## src/common/spi_mem_cfg.svh

```systemverilog
// spi byte memory configuration
// widths and synchronizer depth shared by the rtl

`ifndef SPI_MEM_CFG_SVH
`define SPI_MEM_CFG_SVH

// --------------------
// memory geometry
// --------------------
`define SPI_MEM_ADDR_BITS 7    // address field of the command byte
`define SPI_MEM_DATA_BITS 8    // one memory word, also the shift register width

// --------------------
// pin conditioning
// --------------------
`define SPI_MEM_SYNC_STAGES 2  // flops per pin before edge detection

`endif
```

## src/common/spi_mem_pkg.sv

```systemverilog
// spi byte memory types
// pin bundle, conditioned strobes, fsm controls and fsm state encoding

package spi_mem_pkg;

	// --------------------
	// raw spi pins
	// --------------------
	typedef struct packed {
		logic sclk;   // mode 0 serial clock
		logic cs_n;   // frame select, active low
		logic mosi;   // master data out
	} spi_pins_t;

	// --------------------
	// conditioned pins
	// --------------------
	typedef struct packed {
		logic sclk_rise;   // one cycle, sclk went high
		logic sclk_fall;   // one cycle, sclk went low
		logic cs_n;        // synced level
		logic mosi;        // synced level
	} spi_strobes_t;

	// --------------------
	// fsm outputs
	// --------------------
	typedef struct packed {
		logic addr_we;     // latch address from shift register
		logic sr_we;       // parallel load of shift register
		logic dm_we;       // commit write byte
		logic miso_buff;   // miso output enable level
	} fsm_ctrl_t;

	// transaction states
	// reset value first
	typedef enum logic [2:0] {
		s_get          = 3'd0,   // shifting in command byte
		s_got          = 3'd1,   // command byte complete, decode rw
		s_read_load    = 3'd2,   // pull addressed byte into shift reg
		s_read_shift   = 3'd3,   // clocking data out on miso
		s_write_shift  = 3'd4,   // clocking data in on mosi
		s_write_commit = 3'd5,   // one cycle to write the array
		s_done         = 3'd6    // idle until cs_n goes high
	} fsm_state_t;

endpackage

```

## src/hdl/spi_memory.sv

```systemverilog
// spi byte memory top
// ties the pin conditioner, transaction fsm, shift register and byte array

`timescale 1ns/10ps

`include "spi_mem_cfg.svh"

module spi_memory (
	input  logic                   peripheralClkEdge,
	input  logic                   rst_n,
	input  spi_mem_pkg::spi_pins_t pins,
	output logic                   miso,
	output logic                   miso_oe   // high only in the read data phase
);

	import spi_mem_pkg::*;

	spi_strobes_t                  strobes;    // conditioned pins
	fsm_ctrl_t                     ctrl;       // fsm pulses
	logic [`SPI_MEM_DATA_BITS-1:0] sr_word;    // shift reg parallel out
	logic [`SPI_MEM_DATA_BITS-1:0] mem_word;   // array read data

	// --------------------
	// pins in
	// --------------------
	input_conditioner input_conditioner_i (
		.peripheralClkEdge (peripheralClkEdge),
		.rst_n             (rst_n),
		.pins              (pins),
		.strobes           (strobes)
	);

	// --------------------
	// control
	// --------------------
	spi_fsm spi_fsm_i (
		.peripheralClkEdge (peripheralClkEdge),
		.rst_n             (rst_n),
		.strobes           (strobes),
		.rw                (sr_word[0]),   // read/write bit of the command byte
		.ctrl              (ctrl)
	);

	// --------------------
	// datapath
	// --------------------
	shift_register shift_register_i (
		.peripheralClkEdge (peripheralClkEdge),
		.rst_n             (rst_n),
		.strobes           (strobes),
		.load              (ctrl.sr_we),
		.load_data         (mem_word),
		.parallel          (sr_word),
		.miso              (miso)
	);

	data_memory data_memory_i (
		.peripheralClkEdge (peripheralClkEdge),
		.rst_n             (rst_n),
		.addr_we           (ctrl.addr_we),
		.dm_we             (ctrl.dm_we),
		.wdata             (sr_word),
		.rdata             (mem_word)
	);

	assign miso_oe = ctrl.miso_buff;

endmodule

```

## src/hdl/data_memory.sv

```systemverilog
// spi data memory
// address latch plus byte array, combinational read from the latched address

`timescale 1ns/10ps

`include "spi_mem_cfg.svh"

module data_memory (
	input  logic                          peripheralClkEdge,
	input  logic                          rst_n,
	input  logic                          addr_we,   // latch address
	input  logic                          dm_we,     // write array
	input  logic [`SPI_MEM_DATA_BITS-1:0] wdata,     // shift reg word
	output logic [`SPI_MEM_DATA_BITS-1:0] rdata
);

	localparam int depth = 2 ** `SPI_MEM_ADDR_BITS;

	logic [`SPI_MEM_ADDR_BITS-1:0] addr_q;           // latched address
	logic [`SPI_MEM_DATA_BITS-1:0] mem_q [depth];    // byte array

	// --------------------
	// address latch
	// --------------------
	always_ff @(posedge peripheralClkEdge) begin
		if (!rst_n) begin
			addr_q <= '0;
		end else if (addr_we) begin
			// command byte is addr[6:0] then rw, so take the top bits
			addr_q <= wdata[`SPI_MEM_DATA_BITS-1 -: `SPI_MEM_ADDR_BITS];
		end
	end

	// array write, contents survive reset
	always_ff @(posedge peripheralClkEdge) begin
		if (dm_we) begin
			mem_q[addr_q] <= wdata;
		end
	end

	assign rdata = mem_q[addr_q];   // ready the cycle after addr_we

endmodule

```

## src/hdl/shift_register.sv

```systemverilog
// spi shift register
// serial in on sclk rise, parallel load from memory, miso out on sclk fall

`timescale 1ns/10ps

`include "spi_mem_cfg.svh"

module shift_register (
	input  logic                          peripheralClkEdge,
	input  logic                          rst_n,
	input  spi_mem_pkg::spi_strobes_t     strobes,
	input  logic                          load,        // sr_we from the fsm
	input  logic [`SPI_MEM_DATA_BITS-1:0] load_data,   // memory read word
	output logic [`SPI_MEM_DATA_BITS-1:0] parallel,    // shifted in word
	output logic                          miso
);

	logic selected;   // frame active

	assign selected = ~strobes.cs_n;

	// --------------------
	// word register
	// --------------------
	always_ff @(posedge peripheralClkEdge) begin
		if (!rst_n) begin
			parallel <= '0;
		end else if (load) begin
			parallel <= load_data;   // load wins over a shift
		end else if (selected && strobes.sclk_rise) begin
			// msb first, new bit enters at the lsb
			parallel <= {parallel[`SPI_MEM_DATA_BITS-2:0], strobes.mosi};
		end
	end

	// --------------------
	// miso register
	// --------------------
	// updated on the fall so the master sees a settled bit at its next rise
	always_ff @(posedge peripheralClkEdge) begin
		if (!rst_n) begin
			miso <= 1'b0;
		end else if (selected && strobes.sclk_fall) begin
			miso <= parallel[`SPI_MEM_DATA_BITS-1];
		end
	end

endmodule

```

## src/spi_fsm/spi_fsm.sv

```systemverilog
// spi transaction fsm
// counts sclk rises per byte and sequences address latch, load, write
// and miso enable for the byte memory

`timescale 1ns/10ps

`include "spi_mem_cfg.svh"

module spi_fsm (
	input  logic                      peripheralClkEdge,
	input  logic                      rst_n,
	input  spi_mem_pkg::spi_strobes_t strobes,
	input  logic                      rw,     // lsb of shift reg, 1 = read
	output spi_mem_pkg::fsm_ctrl_t    ctrl    // registered pulses + oe level
);

	import spi_mem_pkg::*;

	localparam logic [3:0] last_bit = 4'(`SPI_MEM_DATA_BITS - 1);

	fsm_state_t state;
	logic [3:0] bit_cnt;     // sclk rises seen in the current byte
	logic       counting;    // a byte is being shifted
	logic       byte_done;   // rise that completes the byte

	assign counting  = (state == s_get) || (state == s_read_shift) ||
		(state == s_write_shift);
	assign byte_done = strobes.sclk_rise && (bit_cnt == last_bit);

	// --------------------
	// bit counter
	// --------------------
	always_ff @(posedge peripheralClkEdge) begin
		if (!rst_n) begin
			bit_cnt <= '0;
		end else if (strobes.cs_n || !counting) begin
			bit_cnt <= '0;   // frame ended or not in a shift state
		end else if (strobes.sclk_rise) begin
			if (bit_cnt == last_bit) begin
				bit_cnt <= '0;   // ready for the next byte
			end else begin
				bit_cnt <= bit_cnt + 4'd1;
			end
		end
	end

	// --------------------
	// state + outputs
	// --------------------
	always_ff @(posedge peripheralClkEdge) begin
		if (!rst_n) begin
			state <= s_get;
			ctrl  <= '0;
		end else begin
			ctrl <= '0;   // pulses last one cycle

			if (strobes.cs_n) begin
				state <= s_get;   // deselect aborts whatever is running
			end else begin
				case (state)
					s_get: begin
						if (byte_done) begin
							state <= s_got;   // command byte now in shift reg
						end
					end

					s_got: begin
						// address bits are stable, sclk is still high here
						ctrl.addr_we <= 1'b1;
						if (rw) begin
							state <= s_read_load;
						end else begin
							state <= s_write_shift;
						end
					end

					s_read_load: begin
						ctrl.sr_we <= 1'b1;   // address latched by now
						state      <= s_read_shift;
					end

					s_read_shift: begin
						ctrl.miso_buff <= 1'b1;   // drive miso for all 8 rises
						if (byte_done) begin
							state <= s_done;
						end
					end

					s_write_shift: begin
						if (byte_done) begin
							state <= s_write_commit;
						end
					end

					s_write_commit: begin
						ctrl.dm_we <= 1'b1;   // data byte sits in shift reg
						state      <= s_done;
					end

					s_done: begin
						state <= s_done;   // no bursts, wait for cs_n
					end

					default: begin
						state <= s_get;   // unused encoding
					end
				endcase
			end
		end
	end

endmodule

```

## src/hdl/input_conditioner.sv

```systemverilog
// input conditioner
// synchronizes sclk, cs_n and mosi and turns sclk into rise/fall strobes

`timescale 1ns/10ps

`include "spi_mem_cfg.svh"

module input_conditioner (
	input  logic                     peripheralClkEdge,
	input  logic                     rst_n,
	input  spi_mem_pkg::spi_pins_t   pins,      // asynchronous spi pins
	output spi_mem_pkg::spi_strobes_t strobes   // registered, 3 cycles behind pins
);

	import spi_mem_pkg::*;

	localparam int sync_last = `SPI_MEM_SYNC_STAGES - 1;

	// idle bus values so reset never fakes an edge or a frame
	localparam spi_pins_t pins_idle = '{sclk: 1'b0, cs_n: 1'b1, mosi: 1'b0};
	localparam spi_strobes_t strobes_idle =
		'{sclk_rise: 1'b0, sclk_fall: 1'b0, cs_n: 1'b1, mosi: 1'b0};

	spi_pins_t sync_q [`SPI_MEM_SYNC_STAGES];   // synchronizer chain
	logic      sclk_d;                           // previous synced sclk

	// --------------------
	// sync chain + edges
	// --------------------
	always_ff @(posedge peripheralClkEdge) begin
		if (!rst_n) begin
			for (int i = 0; i < `SPI_MEM_SYNC_STAGES; i++) begin
				sync_q[i] <= pins_idle;
			end
			sclk_d  <= 1'b0;
			strobes <= strobes_idle;
		end else begin
			sync_q[0] <= pins;   // first stage, may go metastable
			for (int i = 1; i < `SPI_MEM_SYNC_STAGES; i++) begin
				sync_q[i] <= sync_q[i-1];
			end

			sclk_d <= sync_q[sync_last].sclk;

			// edge detect on the last stage against its delayed copy
			strobes.sclk_rise <= sync_q[sync_last].sclk & ~sclk_d;
			strobes.sclk_fall <= ~sync_q[sync_last].sclk & sclk_d;
			strobes.cs_n      <= sync_q[sync_last].cs_n;   // kept aligned with the strobes
			strobes.mosi      <= sync_q[sync_last].mosi;
		end
	end

endmodule

```

## config.mk

```make
export PLATFORM = sky130hd
export DESIGN_NAME = spi_memory
export DESIGN_NICKNAME = d
export VERILOG_FILES = /design/src/common/spi_mem_pkg.sv /design/src/hdl/spi_memory.sv /design/src/hdl/data_memory.sv /design/src/hdl/shift_register.sv /design/src/spi_fsm/spi_fsm.sv /design/src/hdl/input_conditioner.sv
export VERILOG_INCLUDE_DIRS = /design/src /design/src/common
export SDC_FILE = /design/constraint.sdc
export NUM_CORES = 1
export LEC_CHECK = 0
export ABC_AREA = 1
export BUFFER_PORTS_ARGS = -buffer_cell sky130_fd_sc_hd__buf_2
export CAP_MARGIN = 20
export CORE_MARGIN = 2
export CORE_UTILIZATION = 45
export DETAILED_ROUTE_END_ITERATION = 12
export GPL_TIMING_DRIVEN = 0
export PLACE_DENSITY = 0.66
export RECOVER_POWER = 50
export SETUP_SLACK_MARGIN = 0.3
export SYNTH_ARGS = -nofsm -noshare
export SYNTH_HDL_FRONTEND = slang
export SYNTH_SLANG_ARGS = --single-unit
```

## constraint.sdc

```tcl
create_clock -name peripheralClkEdge -period 3.4 [get_ports peripheralClkEdge]
set_clock_uncertainty 0.05 [all_clocks]
set_input_delay 0.68 -clock peripheralClkEdge [delete_from_list [all_inputs] [get_ports peripheralClkEdge]]
set_output_delay 0.68 -clock peripheralClkEdge [all_outputs]
set_load 0.02 [all_outputs]
```

==> run metrics <==
outcome=finished with violations; violated checks=capacitance limit, slew limit; Rel. slew slack=-89.66%; number of warnings issued by yosys=0; root buffer selected by CTS=clkbuf_16; via count normalized by instance count=between 5 and 6; worst min-delay path class=input port to flip-flop; number of cells produced by synthesis=between 3000 and 4000; category of the critical setup timing path=flip-flop to flip-flop; top cell types by occurrence after synthesis=1190 x nand2_1, 1024 x edfxtp_1, 956 x nand3_1, 147 x nor2_1, 104 x buf_2; WP data arrival=about 3.5 ns; least setup slack across all paths after layout=0.1407 ns; number of global-route vias before repair=about 28000; basic-gate share of the synthesized area counting and, or, nand and nor cells=roughly 23%; RSZ-0062 raised after global routing=yes; total core area=96280 sq um; Mapped Avg Cell Area=around 12 sq um; PwrDens=approximately 530 nW/um^2; mux contribution to synthesized area=0%; dominant combinational cell family by area after synthesis=simple AND/OR/NAND/NOR gates; complex-gate fraction of the synthesized area=0.5754%; EDFF count, synth=around 1000; number of pins with negative max-slew slack in the final report=608; worst slew pin tran=2.845 ns; top_reg_cell synth=edfxtp_1; Max VDD drop=539.4 uV; number of antenna violations at the first check in global routing=4; count of boundary I/O pins=7; placer's final routability congestion estimate=roughly 0.96; estimated wirelength of the detail-placed design=approximately 90000 um; most frequent cell after synthesis=nand2_1; xor and xnor fraction of the mapped netlist area=less than 1%; worst endpoint required time=roughly 3.7 ns; count of H-tree levels built during CTS=3; global-route usage over all layers=26.30%; portion of synthesized cell area occupied by the leading cell type=70.70%; chip height=314.9 um; max_cap viols=9; detailed-route via count=about 30000; number of register bits inferred by synthesis=~1100; count of different cell masters after synthesis=23; DR pass1 iterations=8; Initial Utilization=45.17%; final core utilization=roughly half; cell leakage power=17.88 nW; arithmetic-cell share of the synthesized area counting full adders, half adders and majority gates=less than 1%; buffer levels on the longest clock path=3; cell class contributing the biggest share of worst-path delay=simple AND/OR/NAND/NOR gates; start point of the critical path=data_memory_i.addr_q[1]; worst-path fanout max=8; TritonCTS clock tree=built; worst setup timing slack at the placement stage=around 0.075 ns; width of the chip=314.9 um; fraction of layout cells with a size suffix above 1=9.822%; clock buffers created by TritonCTS=between 100 and 150; number of setup violations in the final report=0; proportion of synthesized chip area in sequential cells=between 70% and 80%; Clock Sinks=~1100; Synthesized Nets=between 3000 and 4000; register clock-pin slew on the reported worst setup and hold paths=0.06 ns; global-route wire length before repair=about 190000 um; area enclosed by the die boundary=between 90000 and 100000 sq um; Worst Hold Margin=0.1157 ns; number of buffers added to fix hold violations after cts=0; peak per-stage delay on the critical path=between 0.6 and 0.7 ns; leading cell types by total area after synthesis=edfxtp_1 71%, nand3_1 11%, nand2_1 10%, dfxtp_1 2.1%, nor2_1 1.3%; element type at the critical path end=flip-flop; maximum clock frequency=306.8 MHz; final-report hold violation count=0; Post-DRT Antenna Nets=0; startpoint of the worst-slack reg-to-reg timing path=data_memory_i.addr_q[1]; startpoint class of the critical path=flip-flop; iteration-0 DRC count of the detailed router=4182; post-synthesis to final-layout area growth=12.27%; final cycle utilization of the critical path=a little over nine tenths; routed len/inst=approximately 25 um; async set or reset register ratio after synthesis=0%; overall overflow remaining after global route=0; final wirelength=roughly 130000 um; Synth Cell Area=about 43000 sq um; Slowest cell on crit path=nand2_1; Antenna Diode Count=0; hold path start=pins[0]; Final #Nets=3855; DRC violations left=0; buffers and inverters on the worst path=3; row count=114; clock latency on the worst-skew pair=approximately 0.70 ns; Final min period=roughly 3.3 ns; largest net degree at the start of global routing=just over 80; PortBufs=6; leading area contributor after synthesis=edfxtp_1; CP Cell Sequence=inv_1 > nor3_1 > nand2_1 > clkbuf_1 > buf_8 > nor2_1
## layout make-up
type,instances,area (sq um)
Timing Repair Buffer,22,279.0
Inverter,50,192.7
Sequential cell,1069,31660
Multi-Input combinational cell,2366,10260
Buffer,235,1451
Clock buffer,130,2731
Fill cell,8265,47450
Tap cell,1276,1597
Clock inverter,68,660.6
## worst paths after layout
kind              cells after the start  slack, ns                               end
setup / recovery                      6       0.14        data_memory_i.mem_q[78][5]
hold reg to reg                       1       0.36    input_conditioner_i.strobes[3]
hold / removal                        3       0.12  input_conditioner_i.sync_q[0][0]
setup reg to reg                      6       0.14        data_memory_i.mem_q[78][5]
## cells by family after synthesis
kind of cell | after synthesis
AO/OA/AOI/OAI | 49
XOR/XNOR | 2
adder cells (fa/ha/maj) | 1
buffers and inverters | 285
flip-flops | 1069
AND/OR/NAND/NOR | 2314
## where the power goes
| part | switching (mW) | total (mW) | leakage (nW) | internal, mW |
|---|---|---|---|---|
| Clock | 5.10 | 11.6 | 1.67 | 6.50 |
| Combinational | 0.0226 | 0.0295 | 5.21 | 0.00684 |
| Sequential | 0.00929 | 14.2 | 11.0 | 14.2 |
## timing repair
item	in CTS	in global routing
gates cloned	0	0
gates resized for setup	10	12
endpoints found under the setup margin	77	168
buffers inserted	0	0
## metrics by stage
step,cell area (sq um),TNS (ns),std cells,power (mW)
after floorplan,43490,0,3720,14.52
after global routing,48830,0,5216,26.43
final,48830,0,5216,25.86
after CTS,48960,0,5216,25.87
after global placement,45120,-1863.73,5002,14.54
after detailed placement,45540,0,5018,14.53
## layer usage
layer  part of all wire, %  vias up  GRT usage, %
li1                      -    13360             -
met3                    11      309         5.519
met1                    39    14610         36.17
met5                 0.044        -             0
met4                   4.0        8         10.06
met2                    46     1717         41.26
## registers in the layout, indices dropped and copies added (netlist names), named ones only
register / cells
data_memory_i.mem_q: 1024
shift_register_i.parallel: 8
data_memory_i.addr_q: 7
input_conditioner_i.sync_q: 6
input_conditioner_i.strobes: 4
spi_fsm_i.bit_cnt: 4
spi_fsm_i.ctrl: 4
spi_fsm_i.state: 3
input_conditioner_i.sclk_d: 1
shift_register_i.miso: 1
## placed cells by master (no fill, tap or decap), drive strengths merged
cell and instances:
a211oi 1, a21oi 28, buf 213, bufinv 10, clkbuf 174, clkinv 51
clkinvlp 2, dfxtp 45, edfxtp 1024, ha 1, inv 55, nand2 1190
nand3 956, nor2 147, nor3 16, nor3b 1, nor4 1, o211ai 1
o21ai 19, or2 3, xor2 2
## worst register-to-register path, delay by kind of cell (launching register included)
kind,cells,cell delay (ns)
AND/OR/NAND/NOR,3,1.62
buffers and inverters,3,0.80
flip-flops,1,0.41
Note: power is estimated with default switching activity, not from simulation.
